**src/rtl/rv_fetch_pkg.sv**
```systemverilog
`default_nettype none

package rv_fetch_pkg;

    localparam int XLEN = 64;
    localparam int ILEN = 32;

    // no compressed support, every instruction is a full word
    localparam int INST_BYTES = ILEN / 8;

    typedef logic [XLEN-1:0] xlen_t;
    typedef logic [ILEN-1:0] inst_t;

    localparam xlen_t RESET_PC = 64'h0000_0000_8000_0000;

    // jal and taken branches share one cause
    typedef enum logic [1:0] {
        CAUSE_NONE   = 2'd0,
        CAUSE_BRANCH = 2'd1,
        CAUSE_JALR   = 2'd2,
        CAUSE_TRAP   = 2'd3
    } redirect_cause_t;

    typedef struct packed {
        xlen_t pc;
        inst_t inst;
    } fetch_item_t;

endpackage

`default_nettype wire
```
**src/rtl/fetch_redirect.sv**
```systemverilog
`timescale 1ns/1ps
`default_nettype none

module fetch_redirect (
    input  wire logic                     clk,
    input  wire logic                     reset_i,
    input  wire logic                     jal_i,
    input  wire logic                     br_taken_i,
    input  wire rv_fetch_pkg::xlen_t      alu_res_i,
    input  wire logic                     jalr_i,
    input  wire logic                     trap_i,
    input  wire rv_fetch_pkg::xlen_t      ex_pc_i,
    input  wire rv_fetch_pkg::xlen_t      imm_i,
    input  wire rv_fetch_pkg::xlen_t      rs1_i,
    input  wire rv_fetch_pkg::xlen_t      trap_vec_i,
    output logic                          redir_valid_o,
    output rv_fetch_pkg::xlen_t           redir_pc_o,
    output rv_fetch_pkg::redirect_cause_t redir_cause_o
);
    import rv_fetch_pkg::*;

    logic  branch_hit;
    xlen_t pc_rel_target;
    xlen_t reg_rel_target;

    // branch compare is done by the alu, zero means taken
    assign branch_hit     = br_taken_i && (alu_res_i == '0);
    assign pc_rel_target  = ex_pc_i + imm_i;
    assign reg_rel_target = rs1_i + imm_i;

    assign redir_valid_o = jal_i || branch_hit || jalr_i || trap_i;

    // fixed priority, pc-relative first
    always_comb begin
        redir_cause_o = CAUSE_NONE;
        redir_pc_o    = pc_rel_target;
        if (jal_i || branch_hit) begin
            redir_cause_o = CAUSE_BRANCH;
            redir_pc_o    = pc_rel_target;
        end else if (jalr_i) begin
            redir_cause_o = CAUSE_JALR;
            redir_pc_o    = {reg_rel_target[XLEN-1:1], 1'b0};
        end else if (trap_i) begin
            redir_cause_o = CAUSE_TRAP;
            redir_pc_o    = trap_vec_i;
        end
    end

    // valid and cause come from separate decodes
    a_cause_matches_valid: assert property (
        @(posedge clk) disable iff (reset_i)
        (redir_cause_o == CAUSE_NONE) == !redir_valid_o
    );

endmodule

`default_nettype wire

```
**config.mk**
```make
export PLATFORM = sky130hd
export DESIGN_NAME = fetch_redirect
export DESIGN_NICKNAME = d
export VERILOG_FILES = /design/src/rtl/rv_fetch_pkg.sv /design/src/rtl/fetch_redirect.sv
export SDC_FILE = /design/constraint.sdc
export NUM_CORES = 1
export LEC_CHECK = 0
export ABC_AREA = 0
export BUFFER_PORTS_ARGS = -buffer_cell sky130_fd_sc_hd__clkbuf_2
export CAP_MARGIN = 20
export CORE_AREA = 2 2 155 157
export DETAILED_ROUTE_END_ITERATION = 8
export DIE_AREA = 0 0 157 159
export PLACE_DENSITY = 0.67
export REMOVE_ABC_BUFFERS = 1
export SLEW_MARGIN = 20
export SYNTH_ARGS = -nofsm -noshare
export SYNTH_HDL_FRONTEND = slang
export SYNTH_SLANG_ARGS = --single-unit
```
**constraint.sdc**
```tcl
create_clock -name vclk -period 12.97
set_clock_uncertainty 0.15 [all_clocks]
set_input_delay 2.594 -clock vclk [all_inputs]
set_output_delay 2.594 -clock vclk [all_outputs]
set_load 0.03 [all_outputs]
```
==> metrics <==
status=finished clean; Row Count=56; CP endpoint kind=output port; Slowest-stage cell, CP=o2111ai_1; Synth cell types=around 80; GRT Resource Usage Total=0.277; postcts setup bufs=0; Final nets=between 2000 and 2500; FFs & Latches=0; Area after DPL=roughly 0.011 mm^2; CP required=between 10 and 15 ns; port bufs=just under 400; Max IR drop VDD=0.0368 mV; core area=around 0.023 mm^2; top-area cell type share of the netlist area=0.180; Avg Cell Area, Syn=around 6.7 um^2; global route total overflow=0; post-synthesis sequential area ratio=0; post-route setup TNS=0 ns; starting density of the core=0.374; I/O Pins=between 300 and 400; Hold-fix buffers, CTS=0; fin area=~0.011 mm^2; clkbuf count=0; final WL=37.0 mm; routed len/inst=18.9 um; RSZ-0062 raised after global routing=no; PD cells=about 63 mW/mm^2; Slew HR=0.393; startpoint types=input pin; LEAKAGE=around 5.3 nW; number of global-route vias before repair=between 10000 and 15000; worst-margin pin slew=about 0.91 ns; share of layout cells above drive strength 1=0.266; largest net degree at the start of global routing=39; Yosys warnings=0; fin. max-slew vios=0; Synth area leader=ha_1; Final Total Pwr=0.686 mW; Hold Crit Class=in2out; drt pass-1 iters=6; Fin. Hold Viols=0; max-cap violations=0; Reg area=0 um^2; via count=approximately 12000; Die Span X=between 150 and 200 um; Mapped Cells=1302; post-route ant nets=0; # DRC=0; fin util=0.469; fin crit period=roughly 9 ns; via/cell ratio=5.90; Gates resized, CTS repair=0; Vert. Die Dim=approximately 160 um; fmax=roughly 110 MHz; wire length of the first global-routing pass=about 57 mm; worst path cell trace=clkbuf_2 -> ha_1 -> a21oi_1 -> a211oi_1 -> or3_1 -> o2111ai_1 -> a21oi_1 -> o21ai_0 -> nand2_1 -> a31oi_2 -> o2111ai_1 -> xor2_1 -> a21o_1 -> clkbuf_2; post-DP HPWL=31.1 mm; die area=roughly 0.025 mm^2; # fillers=~2500; initial antenna violation count=1; CP max stage delay=0.51 ns; final setup violation count=0; synth top area cells=ha_1 (18%), a21oi_1 (8.8%), xnor2_1 (6.9%), a21o_1 (6.2%), o21ai_0 (6.2%); Final period util=0.708; multi-input logic area=0.00835 mm^2; DRT iter0 DRCs=between 1000 and 1500; critical-path maximum fanout=4; Synth Cell Area=0.00867 mm^2; Worst EP arrival=6.43 ns; CP Class=in2out; Final GP Congestion=about 1; synth-to-layout area growth=25.3%
final cells by class:
type / instances / area share
diodes: 1 / 0.000230
inverters: 25 / 0.00864
multi-input cells: 1215 / 0.769
well taps: 319 / 0.0367
repair buffers: 399 / 0.186
cells in the mapped netlist (20+ instances only):
master / instances
o21ai_0: 108
clkbuf_1: 53
inv_1: 24
nor3_1: 22
xor2_1: 50
nand4_1: 31
a21o_1: 72
xnor2_1: 68
o221ai_1: 23
nand2_1: 136
a21oi_1: 153
o21bai_1: 20
ha_1: 125
a31oi_1: 21
a22oi_1: 25
nand3_1: 30
nor2_1: 104
final timing paths:
kind | startpoint | endpoint | slack (ns) | cells after the start
worst max-delay path | imm_i[2] | redir_pc_o[61] | 3.79 | 14
worst min-delay path | trap_vec_i[57] | redir_pc_o[57] | 5.41 | 4
report_power, final:
| group | internal [mW] | switching, mW |
|---|---|---|
| clock | 0.0000000103 | 0 |
| sequential | 0 | 0 |
| combinational | 0.257 | 0.429 |
| total | 0.257 | 0.429 |
per-layer routing:
layer | vias up | part of all wire | track usage
met2 | 490 | 0.46 | 0.472
met3 | 61 | 0.068 | 0.0253
met5 | - | 0 | 0
li1 | 5688 | - | -
met1 | 5324 | 0.45 | 0.378
met4 | 0 | 0.023 | 0.0571
critical path: cells and delay by family:
kind	cells	cell delay, ns
and+or+nand+nor	2	0.66
buffers and inverters	2	0.28
adders and majority gates	1	0.35
xor gates and xnor gates	1	0.18
AOI/OAI and AO/OA	8	2.37
metrics by stage:
step | setup WS [ns] | hold slack [ns] | std cells
after floorplan | 3.78 | 5.22 | 1240
after global placement | 3.89 | 5.41 | 1958
after detailed placement | 3.89 | 5.41 | 1958
after CTS | 3.88 | 5.41 | 1958
after global routing | 3.69 | 5.42 | 1959
final | 3.79 | 5.41 | 1959
cell families after synthesis:
group	Yosys count	synth area share
AOI/OAI and AO/OA	560	0.432
and+or+nand+nor	409	0.224
adders and majority gates	127	0.185
xor gates and xnor gates	118	0.119
buffers and inverters	87	0.0387
muxes	1	0.00115
placed cells by master, fill, tap and decap left out, types with 5 or more instances in the layout:
cell type and n:
nand2b_1 7, clkbuf_2 391, nor2b_1 8, o21bai_1 20, a22oi_1 25, o31ai_1 6, a31o_2 7, o221ai_1 23
o22ai_1 17, ha_1 125, a21o_1 72, o21a_1 13, and2_1 10, buf_4 8, o21ai_0 108, nand4_1 31
or3_1 6, a21oi_1 153, a211oi_1 12, o21ai_1 6, and3_1 18, a41oi_1 5, nor3_1 22, nor2_1 103
nand3_1 30, nor4_1 17, o211ai_1 10, xor2_1 50, xnor2_1 68, inv_1 24, nand2_1 136, a31oi_1 20
Note: power is estimated with default switching activity, not from simulation.
