**src/rtl/fetch_queue.sv**
```systemverilog
`timescale 1ns/1ps
`default_nettype none

module fetch_queue #(
    parameter type payload_t = logic [31:0],
    parameter int  DEPTH     = 4
) (
    input  wire logic     clk,
    input  wire logic     reset_i,
    input  wire logic     flush_i,
    input  wire logic     in_valid_i,
    input  wire payload_t in_data_i,
    output logic          in_ready_o,
    output logic          out_valid_o,
    output payload_t      out_data_o,
    input  wire logic     out_ready_i
);
    localparam int PTR_W = (DEPTH > 1) ? $clog2(DEPTH) : 1;
    localparam int CNT_W = $clog2(DEPTH + 1);

    payload_t         mem_q [DEPTH];
    logic [PTR_W-1:0] wr_ptr_q;
    logic [PTR_W-1:0] rd_ptr_q;
    logic [CNT_W-1:0] count_q;
    logic             push;
    logic             pop;

    function automatic logic [PTR_W-1:0] next_ptr(input logic [PTR_W-1:0] ptr);
        return (ptr == PTR_W'(DEPTH - 1)) ? '0 : ptr + 1'b1;
    endfunction

    assign in_ready_o  = (count_q != CNT_W'(DEPTH));
    assign out_valid_o = (count_q != '0);
    // head comes straight from the storage registers
    assign out_data_o  = mem_q[rd_ptr_q];

    assign push = in_valid_i && in_ready_o;
    assign pop  = out_valid_o && out_ready_i;

    always_ff @(posedge clk) begin
        if (push) begin
            mem_q[wr_ptr_q] <= in_data_i;
        end
    end

    // flush wins over a push or pop in the same cycle
    always_ff @(posedge clk) begin
        if (reset_i || flush_i) begin
            wr_ptr_q <= '0;
            rd_ptr_q <= '0;
            count_q  <= '0;
        end else begin
            if (push) begin
                wr_ptr_q <= next_ptr(wr_ptr_q);
            end
            if (pop) begin
                rd_ptr_q <= next_ptr(rd_ptr_q);
            end
            if (push && !pop) begin
                count_q <= count_q + 1'b1;
            end else if (pop && !push) begin
                count_q <= count_q - 1'b1;
            end
        end
    end

    a_no_push_when_full: assert property (
        @(posedge clk) disable iff (reset_i)
        $past(in_valid_i && in_ready_o) |-> $past(count_q) < CNT_W'(DEPTH)
    );

endmodule

`default_nettype wire

```
**config.mk**
```make
export PLATFORM = sky130hd
export DESIGN_NAME = fetch_queue
export DESIGN_NICKNAME = d
export VERILOG_FILES = /design/src/rtl/fetch_queue.sv
export SDC_FILE = /design/constraint.sdc
export NUM_CORES = 1
export LEC_CHECK = 0
export BUFFER_PORTS_ARGS = -buffer_cell sky130_fd_sc_hd__buf_2
export CORE_MARGIN = 2
export CORE_UTILIZATION = 60
export DETAILED_ROUTE_END_ITERATION = 8
export PLACE_DENSITY_LB_ADDON = 0.25
export SLEW_MARGIN = 10
export SYNTH_ARGS = -nofsm -noshare
export SYNTH_HDL_FRONTEND = slang
export SYNTH_SLANG_ARGS = --single-unit
```
**constraint.sdc**
```tcl
create_clock -name clk -period 4.45 [get_ports clk]
set_input_delay 0.89 -clock clk [delete_from_list [all_inputs] [get_ports clk]]
set_output_delay 0.89 -clock clk [all_outputs]
set_load 0.005 [all_outputs]
```
==> results of run 1 <==
## logic make-up (layout without fill, tap and decap cells)
family	Yosys count	count (layout)	share of synthesized area
xor+xnor	2	2	0.00344
simple gates	19	19	0.0226
mux	33	33	0.143
compound gates	7	7	0.0103
flops	137	137	0.790
buf+inv	12	106	0.0113
fa+ha+maj	7	7	0.0187
## stage by stage
step | setup slack (ns) | utilization | total power [mW] | cells
2_1_floorplan | 2.02 | - | 1.60 | 217
3_3_place_gp | 1.83 | 0.675 | 1.68 | 385
4_1_cts | 1.30 | 0.747 | 3.08 | 416
5_1_grt | 1.20 | 0.747 | 3.15 | 416
6_report | 1.37 | 0.747 | 3.05 | 416
3_5_place_dp | 1.78 | 0.675 | 1.68 | 385
## path summary, 6_finish.rpt
path	startpoint	end	slack [ns]	depth (start not counted)
setup / recovery	flip-flop	out_data_o[9]	1.37	3
hold reg to reg	rd_ptr_q[0]$_SDFFE_PP0P_	flip-flop	0.51	2
hold / removal	rd_ptr_q[0]$_SDFFE_PP0P_	flip-flop	0.51	2
setup reg to reg	count_q[0]$_SDFFE_PP0P_	count_q[2]$_SDFFE_PP0P_	2.05	7
## routing by layer
| metal | routed length [um] | track usage |
|---|---|---|
| met5 | 0 | 0 |
| met2 | 4290 | 0.300 |
| met4 | 79 | 0.0738 |
| met1 | 3480 | 0.261 |
| met3 | 387 | 0.0564 |
## report_power, final
group | internal, mW | leakage [nW] | switching [mW] | total, mW
sequential | 1.46 | 1.25 | 0.0186 | 1.48
clock | 0.902 | 0.282 | 0.495 | 1.40
combinational | 0.0913 | 0.590 | 0.0868 | 0.178
## Yosys cell counts
cell,n,share of area
a21oi_1,2,0.0020
and2_4,1,0.0017
and3_2,4,0.0059
buf_1,3,0.0022
buf_2,4,0.0039
buf_6,1,0.0022
clkbuf_1,1,0.00074
dfxtp_1,9,0.035
edfxtp_1,128,0.75
fa_1,1,0.0039
ha_1,6,0.015
inv_1,3,0.0022
mux2i_1,1,0.0020
mux4_2,32,0.14
nand2_1,2,0.0015
nand3_1,1,0.00098
nand4_1,2,0.0025
nor2_1,4,0.0029
o21ai_0,2,0.0020
o31ai_1,1,0.0015
o31ai_2,2,0.0049
or2_2,1,0.0012
or3_1,1,0.0012
or3_2,2,0.0029
or3b_1,1,0.0017
xor2_1,2,0.0034
## area by class of cell
| type | count | area share |
|---|---|---|
| clock buffers | 18 | 0.0681 |
| clock inverters | 13 | 0.0289 |
| inverters | 3 | 0.00183 |
| multi-input cells | 68 | 0.165 |
| flip-flops and latches | 137 | 0.656 |
| well taps | 105 | 0.0214 |
| repair buffers | 72 | 0.0595 |
## worst reg2reg max path: cells and delay by family, from the launching register on
kind                     cells  cell delay [ns]
AO/OA/AOI/OAI                2             0.66
adder cells (fa/ha/maj)      2             0.65
AND/OR/NAND/NOR              1             0.41
flip-flops                   1             0.37
XOR/XNOR                     1             0.18
buffers and inverters        1             0.06
## state kept, by name (all words and copies together) (netlist names), named ones only
signal and count:
count_q 3, mem_q 128, rd_ptr_q 2, wr_ptr_q 2
==> impl_metrics.py, run 1 <==
metrics = {
    "worst_setup_path": {
        "critical_path.max_fanout": 16,
        "crit_arrival_ns": 2.19,
        "path_delay_family": "flip-flops",
        "crit_path_start_kind": "flip-flop",
        "crit_path_max_incr_delay_ns": 0.68,
        "critPathSlowestCell": "dfxtp_2",
        "end_kind": "output port",
        "required_ns": 3.56,
        "crit_chain": "buf_4, mux4_2, buf_2",
        "critPathBufInv": 2,
        "critPathKind": "flip-flop to output port",
    },
    "synth": {
        "postSynthCellCount": 217,
        "syn_avg_cell_area_um2": 23.5,
        "synth_cell_types": 26,
        "yosysSeqAreaShare": 0.790,
        "syn-cell-area_um2": 5090,
        "ys_warn_count": 0,
        "syn-num-nets": 261,
        "yosys_register_bits": 137,
    },
    "final_layout": {
        "nFillCells": 461,
        "fin_area_um2": 6140,
        "final_common_cell": "edfxtp_1",
        "register_area_um2": 4030,
        "antenna_cells": 0,
        "syn_to_final_growth_pct": 20.6,
        "layout.nets": 343,
        "drive_above_1_share": 0.463,
        "final_cell_mix": "128 x edfxtp_1, 70 x buf_2, 32 x mux4_2",
        "multi_input_area_um2": 1010,
    },
    "place": {
        "gp_congestion": 0.731,
        "post_dp_cell_area_um2": 5550,
        "place.detailed.hpwl_um": 4670,
        "io_buffer_count": 70,
    },
    "floorplan": {
        "die_height_um": 96.1,
        "start_util": 0.620,
        "core_um2": 8220,
        "rows": 33,
        "dieArea_um2": 9240,
        "design.portCount": 71,
        "die_w_um": 96.1,
    },
    "clocking": {
        "htreeDepth": 4,
        "clk_latency_ns": 0.50,
        "postCtsSetupBuffers": 0,
        "cts.sinks": 137,
        "cts_tree": "yes",
        "cts_inserted_buffers": 17,
        "ctsHoldBuffers": 0,
        "postCtsResizedCells": 0,
        "clkTransAtPathRegs_ns": 0.06,
        "cts_max_path_buffers": 2,
        "cts_root_buffer": "clkbuf_8",
    },
    "global_routing": {
        "grt_usage": 0.193,
        "antenna_found_initial": 0,
        "grt_max_degree": 33,
        "overflow": 0,
        "grt_pass1_wl_um": 12400,
        "grt_pass1_vias": 2418,
    },
    "sta": {
        "slew_headroom": 0.416,
        "post-route-period-util": 0.692,
        "hold_slack_ns": 0.511,
        "worst_slew_pin_slew_ns": 0.876,
        "final.setup.tns_ns": 0,
        "rsz0062_at_grt": "false",
        "hold_viol_final": 0,
        "fin_skew_ns": 0.00594,
        "slew_viol_final": 0,
        "finalWorstPathRequiredPeriod_ns": 3.08,
        "setup_viol": 0,
        "max_freq_ghz": 0.325,
    },
    "pwr": {
        "powerDensity_nw_per_um2": 497,
        "total_leakage_power_nw": 2.12,
        "peakVddDrop_mv": 0.350,
    },
    "route": {
        "ant_nets": 0,
        "wire_per_inst_um": 19.8,
        "drtPass1Iterations": 4,
        "vias": 2362,
        "drc": 0,
        "vias_per_cell": 5.68,
        "first_iter_violations": 154,
        "wl_um": 8240,
    },
    "hold_path": {
        "hold_path.class": "flip-flop to flip-flop",
    },
    "run": {
        "cap_viol_max_count": 0,
    },
    "outcome": {
        "run_status": "finished clean",
    },
}
(Power assumes the default switching activity.)
==> run 2: changes to the inputs <==
CORE_UTILIZATION = 56   (was 60)
clock period = 3.1 ns   (was 4.45 ns; I/O delays follow)
==> run 2 against run 1 <==
Compared with the run above: design area is 0.47% higher; clock power is 42% higher; sequential share of layout area is 0.31 points lower; highest routed layer unchanged; critical path type unchanged; non-clock buffer count is 1 higher; first-iteration DRC count is 9.1% lower; global-route usage is 0.95 points lower.
==> impl_metrics.py, run 2 (synthesis results as in run 1) <==
metrics = {
    "outcome": {
        "run_status": "finished clean",
    },
    "sta": {
        "finalWorstPathRequiredPeriod_ns": 2.57,
        "slew_viol_final": 0,
        "worst_slew_pin_slew_ns": 0.864,
        "final.setup.tns_ns": 0,
        "rsz0062_at_grt": "false",
        "setup_viol": 0,
        "max_freq_ghz": 0.389,
        "hold_viol_final": 0,
        "hold_slack_ns": 0.329,
        "slew_headroom": 0.424,
        "post-route-period-util": 0.829,
        "fin_skew_ns": 0.00690,
    },
    "route": {
        "ant_nets": 0,
        "first_iter_violations": 140,
        "wire_per_inst_um": 19.5,
        "vias_per_cell": 5.69,
        "drtPass1Iterations": 4,
        "vias": 2394,
        "wl_um": 8220,
        "drc": 0,
    },
    "worst_setup_path": {
        "required_ns": 2.48,
        "critPathKind": "flip-flop to output port",
        "reg2reg_slack_ns": 0.71,
        "end_kind": "output port",
        "critical_path.max_fanout": 23,
        "crit_path_start_kind": "flip-flop",
        "crit_arrival_ns": 1.95,
    },
    "clocking": {
        "clk_latency_ns": 0.50,
        "cts_root_buffer": "clkbuf_8",
        "clkTransAtPathRegs_ns": 0.06,
        "cts_tree": "yes",
        "postCtsSetupBuffers": 0,
        "htreeDepth": 4,
        "cts_max_path_buffers": 2,
        "cts_inserted_buffers": 17,
        "ctsHoldBuffers": 0,
        "postCtsResizedCells": 0,
        "cts.sinks": 137,
    },
    "floorplan": {
        "start_util": 0.581,
        "design.portCount": 71,
        "core_um2": 8760,
        "die_height_um": 99.4,
        "rows": 34,
        "die_w_um": 99.4,
        "dieArea_um2": 9870,
    },
    "final_layout": {
        "antenna_cells": 0,
        "fin_area_um2": 6170,
        "nFillCells": 541,
        "final_cell_mix": "128 x edfxtp_1, 70 x buf_2, 32 x mux4_2",
        "regMostFlops": "mem_q",
        "drive_above_1_share": 0.466,
        "final_common_cell": "edfxtp_1",
        "fin_cells": 421,
        "syn_to_final_growth_pct": 21.2,
        "fin_util": 0.704,
        "reg_top3": "mem_q x128, count_q x3",
        "layout.nets": 344,
        "largest_reg_flops": 128,
    },
    "global_routing": {
        "grt_pass1_wl_um": 13100,
        "grt_max_degree": 33,
        "antenna_found_initial": 0,
        "overflow": 0,
        "grt_usage": 0.183,
        "grt_pass1_vias": 2588,
    },
    "place": {
        "post_dp_cell_area_um2": 5570,
        "gp_congestion": 0.712,
        "io_buffer_count": 70,
        "dp.cells": 389,
        "place.detailed.hpwl_um": 4740,
    },
    "hold_path": {
        "hold_path.class": "input port to flip-flop",
    },
    "run": {
        "cap_viol_max_count": 0,
    },
    "pwr": {
        "total_leakage_power_nw": 2.14,
        "peakVddDrop_mv": 0.406,
        "powerDensity_nw_per_um2": 708,
    },
}
## run 2: routing by layer
layer	vias up	wire length, um	GRT usage
met2	63	4340	0.306
li1	1078	-	-
met1	1243	3340	0.222
met3	10	453	0.0639
met4	0	94	0.0695
met5	-	0	0
## run 2: layout make-up
cell class                      instances  area, um^2  share of cell area
Clock buffer                           24         480              0.0779
Clock inverter                          8         120              0.0195
Inverter                                3        11.3             0.00183
Multi-Input combinational cell         68        1010               0.164
Sequential cell                       137        4030               0.653
Tap cell                              108         135              0.0219
Timing Repair Buffer                   73         385              0.0625
## run 2: where the power goes
group	internal, mW	switching, mW
Clock	1.31	0.685
Sequential	2.09	0.0221
Combinational	0.132	0.128
## run 2: through the flow
| stage | total power [mW] | worst slack (ns) |
|---|---|---|
| 5_1_grt | 4.52 | 0.431 |
| 2_1_floorplan | 2.30 | 0.925 |
| 6_report | 4.37 | 0.529 |
| 3_5_place_dp | 2.42 | 0.696 |
| 3_3_place_gp | 2.41 | 0.781 |
| 4_1_cts | 4.41 | 0.475 |
## run 2: path summary, 6_finish.rpt
path | start | endpoint | cells after the start
setup reg to reg | count_q[0]$_SDFFE_PP0P_ | count_q[2]$_SDFFE_PP0P_ | 7
hold reg to reg | rd_ptr_q[0]$_SDFFE_PP0P_ | flip-flop | 2
setup / recovery | flip-flop | out_data_o[6] | 3
hold / removal | in_data_i[25] | mem_q[1][25]$_DFFE_PP_ | 1
## run 2: worst max-delay path, cell delays in order, from the launching register on
cell,delay [ns]
dfxtp_2,0.72
buf_4,0.28
mux4_2,0.31
buf_2,0.14
