==> config.mk <==
export PLATFORM = sky130hd
export DESIGN_NAME = trap_vector_regs
export DESIGN_NICKNAME = d
export VERILOG_FILES = /design/src/rtl/rv_fetch_pkg.sv /design/src/rtl/trap_vector_regs.sv
export SDC_FILE = /design/constraint.sdc
export NUM_CORES = 1
export LEC_CHECK = 0
export BUFFER_PORTS_ARGS = -buffer_cell sky130_fd_sc_hd__buf_2
export CAP_MARGIN = 10
export CORE_MARGIN = 2
export CORE_UTILIZATION = 43
export CTS_CLUSTER_SIZE = 8
export DETAILED_ROUTE_END_ITERATION = 6
export PLACE_DENSITY_LB_ADDON = 0.05
export SYNTH_ARGS = -nofsm -noshare
export SYNTH_HDL_FRONTEND = slang
export SYNTH_SLANG_ARGS = --single-unit
==> constraint.sdc <==
create_clock -name clk -period 1 [get_ports clk]
set_clock_uncertainty 0.05 [all_clocks]
set_input_delay 0.05 -clock clk [delete_from_list [all_inputs] [get_ports clk]]
set_output_delay 0.05 -clock clk [all_outputs]
set_load 0.1 [all_outputs]
==> src/rtl/rv_fetch_pkg.sv <==
`default_nettype none

package rv_fetch_pkg;

    localparam int XLEN = 64;
    localparam int ILEN = 32;

    // no compressed support, every instruction is a full word
    localparam int INST_BYTES = ILEN / 8;

    typedef logic [XLEN-1:0] xlen_t;
    typedef logic [ILEN-1:0] inst_t;

    localparam xlen_t RESET_PC = 64'h0000_0000_8000_0000;

    // jal and taken branches share one cause
    typedef enum logic [1:0] {
        CAUSE_NONE   = 2'd0,
        CAUSE_BRANCH = 2'd1,
        CAUSE_JALR   = 2'd2,
        CAUSE_TRAP   = 2'd3
    } redirect_cause_t;

    typedef struct packed {
        xlen_t pc;
        inst_t inst;
    } fetch_item_t;

endpackage

`default_nettype wire
==> src/rtl/trap_vector_regs.sv <==
`timescale 1ns/1ps
`default_nettype none

module trap_vector_regs (
    input  wire logic                clk,
    input  wire logic                reset_i,
    input  wire logic                tvec_we_i,
    input  wire rv_fetch_pkg::xlen_t tvec_wdata_i,
    output rv_fetch_pkg::xlen_t      trap_vec_o
);
    import rv_fetch_pkg::*;

    xlen_t tvec_aligned;

    // direct mode only, mode bits read as zero
    assign tvec_aligned = {tvec_wdata_i[XLEN-1:2], 2'b00};

    always_ff @(posedge clk) begin
        if (reset_i) begin
            trap_vec_o <= RESET_PC;
        end else if (tvec_we_i) begin
            trap_vec_o <= tvec_aligned;
        end
    end

endmodule

`default_nettype wire

==> out/metrics.csv, run 1 <==
stage,metric,value,unit
routing,drt-pass1-iter-count,4,
layout,mostFrequentLayoutCells,"buf_12 (67), dlygate4sd3_1 (63), buf_2 (63)",
setup_path,path_class,register to output port,
power_and_ir_drop,p_per_area,1540,nW/µm²
logic_synthesis,syn-cell-area,2280,µm²
layout,area_delta_synth_final,111,%
routing,route.detailed.drc,0,
timing,slew_violations,0,
power_and_ir_drop,combPwrFrac,0.344,
clock_tree,htreeDepth,3,
power_and_ir_drop,p_int,4.66,mW
setup_path,critical-path-max-stage-delay,370,ps
timing,final-setup-viol-count,2,
clock_tree,clock_latency,340,ps
routing,routedWlPerCell,21.7,µm
placement,hpwl,4.38,mm
power_and_ir_drop,clkPwrFrac,0.275,
setup_path,worstSetupStartpointType,register,
power_and_ir_drop,swShare,0.369,
logic_synthesis,yosysUniqueCellTypes,11,
layout,reg_top3,trap_vec_o: 62 flops,
flow_run,maxCapViolCount,0,
clock_tree,clock_path_buffers,2,
die,coreArea,5110,µm²
setup_path,crit_fanout,2,
timing,finalCriticalPeriod,1010,ps
die,dieHeight,76.8,µm
routing,drtAntennaViolNets,0,
layout,fin_util,0.942,
die,initial_core_util,0.446,
setup_path,critPathRequiredTime,900,ps
min_path,hold_path_class,input port to register,
logic_synthesis,ys_seq_elements,62,
placement,postPlaceCellArea,3960,µm²
clock_tree,cts_tree,built,
layout,final_cell_area,4810,µm²
global_route,grt_max_degree,32,
layout,layout-drive-gt1-share,0.525,
layout,largest_reg_flops,62,
layout,seq_area,1350,µm²
logic_synthesis,synth-seq-area-share,0.544,
power_and_ir_drop,p_total,7.39,mW
global_route,grt_pass1_vias,2652,
layout,n_fill_cell,138,
clock_tree,cts_buffers,9,
placement,place_ws,80.1,ps
setup_path,setup.worst_path.end_class,output port,
setup_path,critPathTopFamily,flip-flops,
layout,regMostFlops,trap_vec_o,
setup_path,crit_chain,buf_12,
setup_path,crit_arrival,910,ps
logic_synthesis,syn_area_per_cell,11.2,µm²
setup_path,slowest_stage,dfxtp_2,
clock_tree,cts_sinks,62,
global_route,grt.overflow.total,0,
setup_path,crit_buf_inv,1,
logic_synthesis,synth_cells,203,
routing,vias_per_cell,5.04,
power_and_ir_drop,power_switching,2.73,mW
routing,vias,2389,
timing,finalHoldViolCount,0,
clock_tree,clk_pin_slew,70,ps
timing,layout_setup_ws,-6.41,ps
timing,rsz0062_at_grt,yes,
die,rows,26,
outcome,violations,negative setup slack,
power_and_ir_drop,p_leak,2.24,nW
layout,multiInputGateArea,862,µm²
global_route,antenna_found_initial,0,
timing,fin_crit_sh,1.01,
power_and_ir_drop,p_seq_frac,0.381,
placement,place_congestion,0.706,
power_and_ir_drop,max-vdd-ir-drop,1.53,mV
die,die_area,5900,µm²
die,io-pin-count,131,
timing,fmax,994,MHz
global_route,grt_pass1_wl,14.3,mm
die,die_width,76.8,µm
placement,port_buffers,126,
outcome,status,"complete, but fails checks",
layout,n_antenna_cell,0,
layout,nNetsFinal,467,
global_route,grt_use_total,0.323,
clock_tree,cts_root_buffer,clkbuf_8,
logic_synthesis,yosys_warnings,0,
routing,routed_wl,10.3,mm
layout,layout_commonest_cell,buf_12,
routing,drt_iter0_markers,141,
## final timing paths
check	start	endpoint	slack, ps	cells past startpoint
max	trap_vec_o[16]	trap_vec_o[16]	-6	1
min	tvec_we_i	trap_vec_o[7]	190	4
max reg2reg	trap_vec_o[35]	trap_vec_o[35]	40	3
min reg2reg	trap_vec_o[7]	trap_vec_o[7]	470	2
## per-layer routing
layer	track usage	wire, µm	up-vias
li1	-	-	1060
met1	0.316	3580	1157
met2	0.605	5530	135
met3	0.119	672	37
met4	0.131	490	0
met5	0	0	-
## synth_stat cells
library cell | count | area [µm²]
dfxtp_1 | 62 | 1240
mux2i_1 | 61 | 611
nor2_1 | 61 | 229
buf_12 | 6 | 120
buf_2 | 6 | 30.0
buf_4 | 2 | 15.0
a211o_1 | 1 | 8.76
buf_6 | 1 | 11.3
clkbuf_1 | 1 | 3.75
conb_1 | 1 | 3.75
nor2b_1 | 1 | 6.26
## repair_timing
action / in CTS / in global routing
buffers inserted: 0 / 4
gates resized for setup: 0 / 11
setup endpoints to repair: 0 / 36
hold buffers: 63 / 0
hold endpoints to repair: 62 / 0
## power groups by stage
| stage | logic [mW] | registers (mW) | clock network, mW |
|---|---|---|---|
| after floorplan | 0.386 | 3.85 | 0 |
| after global placement | 2.21 | 2.85 | 0 |
| after detailed placement | 2.23 | 2.86 | 0 |
| after CTS | 2.43 | 2.81 | 1.95 |
| after global routing | 2.60 | 2.82 | 2.15 |
| final | 2.54 | 2.82 | 2.03 |
## kinds of logic (layout without fill, tap and decap cells)
kind of cell / Yosys count / in the layout / synth area share
compound gates: 1 / 1 / 0.00384
flops: 62 / 62 / 0.544
buf+inv: 16 / 216 / 0.0790
simple gates: 62 / 62 / 0.103
other cells: 1 / 2 / 0.00164
mux: 61 / 61 / 0.268
## area by class of cell
| class | instances | area share |
|---|---|---|
| repair buffers | 201 | 0.488 |
| flip-flops and latches | 62 | 0.280 |
| clock buffers | 14 | 0.0338 |
| multi-input cells | 126 | 0.179 |
| well taps | 70 | 0.0182 |
| clock inverters | 1 | 0.00104 |
## through the flow
step,hold WS (ps),cells,TNS (ps)
after CTS,161,470,0
final,193,474,-8.30
after floorplan,122,204,-49.8
after global placement,209,392,0
after global routing,198,474,-352
after detailed placement,218,392,0
Note: power is estimated with default switching activity, not from simulation.
==> run 2: changes to the inputs <==
ABC_AREA = 1   (was unset)
CORE_UTILIZATION = 45   (was 43)
==> run 2 against run 1 <==
The flow now finishes without violations. Die area increased by 7.0%. Flip-flop and latch count unchanged. Core utilization decreased by 2.5 points. Via count increased by 23%. Combinational power increased by 12%. Clock power decreased by 3%. First-iteration DRC count decreased by 16%. Fmax increased by 1.7%. Total power increased by 4.1%. Synthesized area increased by 12%. Critical path type unchanged. Critical endpoint is now trap_vec_o[25]. Highest routed layer unchanged.
==> out/metrics.csv, run 2 <==
stage,metric,value,unit,change
logic_synthesis,synth_cells,395,,+95%
layout,nNetsFinal,646,,+38%
logic_synthesis,synthMostInstantiatedCell,nand2_1,,
die,coreArea,5510,µm²,+7.8%
logic_synthesis,synth-seq-area-share,0.484,,-0.0601
setup_path,crit_buf_inv,1,,unchanged
placement,port_buffers,126,,unchanged
layout,regMostFlops,trap_vec_o,,
power_and_ir_drop,p_leak,2.64,nW,+18%
setup_path,setup.worst_path.end_class,output port,,
min_path,hold_path_class,input port to register,,
global_route,grt_pass1_wl,14.1,mm,-1.3%
routing,vias_per_cell,4.50,,-11%
timing,setup_tns,0,ps,+8.30 ps
outcome,status,"finished, final reports clean",,
routing,routedWlPerCell,13.7,µm,-37%
layout,reg_top3,trap_vec_o: 62 flops,,
setup_path,critPathRequiredTime,900,ps,about the same
global_route,grt_max_degree,45,,+41%
routing,vias,2943,,+23%
power_and_ir_drop,p_per_area,1520,nW/µm²,-0.78%
die,rows,27,,+3.8%
placement,postPlaceCellArea,4250,µm²,+7.5%
logic_synthesis,synthTopCellsByArea,"dfxtp_1 (48%), nand2_1 (18%), nor2_1 (18%), inv_1 (9.1%), buf_6 (3.1%)",,
die,die_width,79.5,µm,+3.5%
die,io-pin-count,131,,unchanged
logic_synthesis,ys_top_cells_by_count,"nand2_1 (124), nor2_1 (122), dfxtp_1 (62), inv_1 (62), buf_2 (8)",,
logic_synthesis,yosys_warnings,0,,unchanged
layout,area_delta_synth_final,97.1,%,
routing,drt_iter0_markers,119,,-16%
setup_path,worstSetupStartpointType,register,,
logic_synthesis,syn-cell-area,2560,µm²,+12%
setup_path,slowest_stage,dfxtp_2,,
layout,n_antenna_cell,0,,unchanged
layout,layout_commonest_cell,nand2_1,,
logic_synthesis,synth.top_cell.area_share,0.484,,-0.0601
setup_path,crit_chain,buf_12,,
routing,drtAntennaViolNets,0,,unchanged
layout,largest_reg_flops,62,,unchanged
clock_tree,cts_buffers,9,,unchanged
layout,layout-drive-gt1-share,0.357,,-0.167
flow_run,maxCapViolCount,0,,unchanged
die,initial_core_util,0.465,,+0.0190
logic_synthesis,synth_edf_count,0,,unchanged
power_and_ir_drop,clkPwrFrac,0.255,,-0.020
logic_synthesis,ys_seq_elements,62,,unchanged
global_route,grt_use_total,0.293,,-0.0293
power_and_ir_drop,max-vdd-ir-drop,1.21,mV,-21%
logic_synthesis,ys_async_sr_fraction,0,,unchanged
clock_tree,cts_tree,built,,
setup_path,crit_fanout,2,,unchanged
clock_tree,clock_latency,320,ps,-20 ps
power_and_ir_drop,combPwrFrac,0.371,,+0.027
logic_synthesis,yosysUniqueCellTypes,11,,unchanged
logic_synthesis,synth_flop_cell,dfxtp_1,,
timing,slew_violations,0,,unchanged
setup_path,crit_arrival,890,ps,-20 ps
timing,finalHoldViolCount,0,,unchanged
placement,hpwl,4.82,mm,+10%
setup_path,critical-path-max-stage-delay,380,ps,about the same
power_and_ir_drop,power_switching,2.86,mW,+4.9%
clock_tree,clock_path_buffers,2,,unchanged
clock_tree,clk_pin_slew,60,ps,about the same
routing,drt-pass1-iter-count,4,,unchanged
clock_tree,cts_root_buffer,clkbuf_8,,
placement,place_congestion,0.691,,-2.2%
global_route,grt_pass1_vias,3037,,+15%
timing,rsz0062_at_grt,no,,
clock_tree,cts_setup_buffers,0,,unchanged
layout,mostFrequentLayoutCells,"nand2_1 (124), nor2_1 (122), buf_12 (67)",,
logic_synthesis,syn_area_per_cell,6.49,µm²,-42%
global_route,grt.overflow.total,0,,unchanged
layout,final_cell_area,5050,µm²,+5.0%
routing,route.detailed.drc,0,,unchanged
clock_tree,cts_sinks,62,,unchanged
timing,fmax,1010,MHz,+1.7%
global_route,antenna_found_initial,0,,unchanged
timing,final-setup-viol-count,0,,-2
clock_tree,htreeDepth,3,,unchanged
power_and_ir_drop,p_seq_frac,0.374,,-0.007
setup_path,path_class,register to output port,,
die,die_area,6310,µm²,+7.0%
logic_synthesis,synth_top_cell_by_area,dfxtp_1,,
timing,fin_crit_sh,0.990,,-0.0164
power_and_ir_drop,p_int,4.83,mW,+3.7%
timing,finalCriticalPeriod,990,ps,-16.4 ps
setup_path,critPathTopFamily,flip-flops,,
power_and_ir_drop,swShare,0.372,,+0.00281
routing,routed_wl,8.95,mm,-13%
die,dieHeight,79.5,µm,+3.5%
-- run 2: worst paths after layout --
kind	start	end	slack [ps]	cells after the start
max reg2reg	trap_vec_o[20]	trap_vec_o[20]	250	2
min	reset_i	trap_vec_o[31]	120	4
min reg2reg	trap_vec_o[26]	trap_vec_o[26]	440	2
max	trap_vec_o[25]	trap_vec_o[25]	10	1
-- run 2: kinds of logic (layout without fill, tap and decap cells) --
logic type / count (synthesis) / after routing / share of synthesized area
flip-flops: 62 / 62 / 0.484
AND/OR/NAND/NOR: 247 / 247 / 0.362
buffers and inverters: 85 / 271 / 0.152
other: 1 / 2 / 0.00146
-- run 2: stage by stage --
| stage | setup WS (ps) | util | instances | power [mW] | hold WS (ps) |
|---|---|---|---|---|---|
| floorplan | 53.3 | - | 396 | 4.52 | 126 |
| global placement | 240 | 0.772 | 578 | 5.48 | 214 |
| detailed placement | 204 | 0.772 | 578 | 5.54 | 219 |
| CTS | 17.5 | 0.917 | 654 | 7.68 | 98.6 |
| global route | 0.0264 | 0.917 | 654 | 7.95 | 145 |
| finish | 9.97 | 0.917 | 654 | 7.69 | 120 |
-- run 2: layer usage --
layer / track usage / vias to the layer above / share of wire
met5: 0 / - / 0
met4: 0.138 / 0 / 0.033
met2: 0.564 / 113 / 0.55
met1: 0.289 / 1332 / 0.35
li1: - / 1473 / -
met3: 0.0747 / 25 / 0.060
-- run 2: area by class of cell --
cell class	instances	area, µm²
tap	72	90.1
multi-input combinational	249	936
fill	225	457
clock buffer	13	169
clock inverter	1	5.00
sequential	62	1320
inverter	63	236
timing repair buffer	194	2290
-- run 2: what timing repair did --
action,in CTS,in global routing
endpoints found under the hold margin,62,0
endpoints found under the setup margin,0,2
resized for setup,0,1
hold buffers,62,0
-- run 2: power groups by stage --
stage | clock network [mW] | logic, mW | registers, mW
6_report | 1.97 | 2.85 | 2.87
5_1_grt | 2.09 | 2.97 | 2.89
4_1_cts | 2.01 | 2.81 | 2.87
3_5_place_dp | 0 | 2.62 | 2.92
3_3_place_gp | 0 | 2.58 | 2.91
2_1_floorplan | 0 | 0.451 | 4.07
==> run 3: changes to the inputs <==
REMOVE_ABC_BUFFERS = 1   (was unset)
==> run 3 against run 2 <==
Total power increased by 5.6%. Critical path depth did not move. Critical path type unchanged. The run now ends with design-rule violations left. Die area unchanged. Final cell count down 0.15%. Non-clock buffer count decreased by 3. Clock power is 23% higher. Count of clock-buffer cells in the layout decreased by 1. Wire length did not move. First-iteration DRC count fell by 24%.
==> out/metrics.csv, run 3 (synthesis results as in run 2) <==
stage,metric,value,unit,change
routing,routed_wl,8.95,mm,unchanged
placement,place_congestion,0.719,,+4.1%
setup_path,path_class,register to output port,,
power_and_ir_drop,p_total,8.13,mW,+5.6%
routing,drt-pass1-iter-count,7,,+3
min_path,hold_path_class,input port to register,,
routing,drtAntennaViolNets,0,,unchanged
setup_path,crit_arrival,890,ps,about the same
clock_tree,clock_latency,330,ps,about the same
timing,finalHoldViolCount,0,,unchanged
timing,slew_violations,0,,unchanged
outcome,violations,design-rule violations,,
routing,vias_per_cell,4.57,,+1.6%
setup_path,critical-path-max-stage-delay,360,ps,-20 ps
power_and_ir_drop,swShare,0.359,,-0.0127
layout,reg_top3,trap_vec_o: 62 flops,,
power_and_ir_drop,clkPwrFrac,0.298,,+0.043
power_and_ir_drop,p_per_area,1610,nW/µm²,+5.4%
setup_path,r2r-start,trap_vec_o[30],,
setup_path,worstSetupStartpointType,register,,
layout,mostFrequentLayoutCells,"nand2_1 (124), nor2_1 (122), buf_12 (66)",,
power_and_ir_drop,max-vdd-ir-drop,1.09,mV,-10%
routing,vias,2986,,+1.5%
global_route,grt_pass1_wl,14.1,mm,-0.44%
min_path,holdCritStartpoint,tvec_we_i,,
routing,routedWlPerCell,13.7,µm,+0.15%
setup_path,crit_fanout,2,,unchanged
layout,area_delta_synth_final,97.5,%,
setup_path,critPathRequiredTime,900,ps,about the same
routing,route.detailed.drc,2,,+2
layout,layout_commonest_cell,nand2_1,,
clock_tree,cts_root_buffer,clkbuf_8,,
setup_path,crit_buf_inv,1,,unchanged
timing,setup_tns,0,ps,unchanged
outcome,status,"complete, but fails checks",,
clock_tree,clk_pin_slew,70,ps,about the same
clock_tree,clock_path_buffers,2,,unchanged
setup_path,slowest_stage,dfxtp_2,,
die,coreArea,5510,µm²,unchanged
power_and_ir_drop,combPwrFrac,0.349,,-0.022
clock_tree,cts_tree,built,,
setup_path,setup.worst_path.end_class,output port,,
power_and_ir_drop,power_switching,2.92,mW,+2.0%
power_and_ir_drop,p_leak,2.64,nW,about the same
setup_path,crit_start,trap_vec_o[30],,
power_and_ir_drop,p_seq_frac,0.353,,-0.021
layout,regMostFlops,trap_vec_o,,
layout,layout-drive-gt1-share,0.356,,-0.00111
clock_tree,cts_buffers,9,,unchanged
die,rows,27,,unchanged
layout,n_fill_cell,212,,-5.8%
power_and_ir_drop,p_int,5.21,mW,+7.8%
placement,hpwl,4.38,mm,-9.2%
placement,port_buffers,126,,unchanged
global_route,grt_use_total,0.292,,-0.00133
layout,n_antenna_cell,0,,unchanged
clock_tree,cts_sinks,62,,unchanged
layout,largest_reg_flops,62,,unchanged
layout,fin_util,0.919,,+0.00204
flow_run,maxCapViolCount,0,,unchanged
timing,final-setup-viol-count,0,,unchanged
global_route,grt_pass1_vias,3165,,+4.2%
placement,place_ws,145,ps,-58.2 ps
timing,fin_crit_sh,0.986,,-0.00364
timing,finalCriticalPeriod,986,ps,-3.64 ps
layout,nNetsFinal,643,,-0.46%
timing,layout_setup_ws,13.6,ps,+3.64 ps
clock_tree,htreeDepth,3,,unchanged
timing,rsz0062_at_grt,yes,,
die,dieHeight,79.5,µm,unchanged
die,die_area,6310,µm²,unchanged
global_route,antenna_found_initial,0,,unchanged
die,io-pin-count,131,,unchanged
routing,drt_iter0_markers,90,,-24%
global_route,grt_max_degree,59,,+31%
setup_path,critPathTopFamily,flip-flops,,
die,initial_core_util,0.465,,unchanged
die,die_width,79.5,µm,unchanged
timing,fmax,1010,MHz,+0.37%
setup_path,crit_chain,buf_12,,
global_route,grt.overflow.total,0,,unchanged
==> run 3: power groups by stage <==
stage / Sequential, mW / Clock [mW] / Combinational, mW
finish: 2.87 / 2.42 / 2.83
global route: 2.88 / 2.54 / 2.95
CTS: 2.86 / 2.43 / 2.78
detailed placement: 2.88 / 0 / 2.58
global placement: 2.87 / 0 / 2.55
floorplan: 4.02 / 0 / 0.351
==> run 3: layout make-up <==
class | count | area [µm²] | share of cell area
Tap cell | 72 | 90.1 | 0.0178
Timing Repair Buffer | 191 | 2250 | 0.445
Sequential cell | 62 | 1330 | 0.263
Clock inverter | 4 | 70.1 | 0.0138
Clock buffer | 12 | 145 | 0.0287
Inverter | 63 | 236 | 0.0467
Multi-Input combinational cell | 249 | 936 | 0.185
==> run 3: final timing paths <==
| kind | slack (ps) | to | depth (start not counted) |
|---|---|---|---|
| setup / recovery | 10 | trap_vec_o[30] | 1 |
| hold / removal | 20 | trap_vec_o[20] | 3 |
| setup reg to reg | 260 | trap_vec_o[30] | 2 |
| hold reg to reg | 440 | trap_vec_o[36] | 2 |
==> run 3: repair_timing <==
item / in CTS / in global routing
gates cloned: 0 / 0
hold endpoints to repair: 61 / 0
resized for setup: 61 / 5
endpoints found under the setup margin: 61 / 8
hold buffers: 61 / 0
setup buffers: 0 / 0
==> run 3: routing by layer <==
metal / part of all wire / global-route usage / vias to the layer above / wire, µm
li1: - / - / 1472 / -
met1: 0.36 / 0.264 / 1344 / 3200
met2: 0.54 / 0.572 / 134 / 4840
met3: 0.065 / 0.0826 / 36 / 580
met4: 0.037 / 0.159 / 0 / 330
met5: 0 / 0 / - / 0
==> run 3: through the flow <==
step                std cells  area [µm²]  hold WS (ps)
floorplan                 374        2410           122
global placement          576        4150           214
detailed placement        576        4150           221
CTS                       653        5050         0.714
global route              653        5060          38.8
finish                    653        5060          23.7
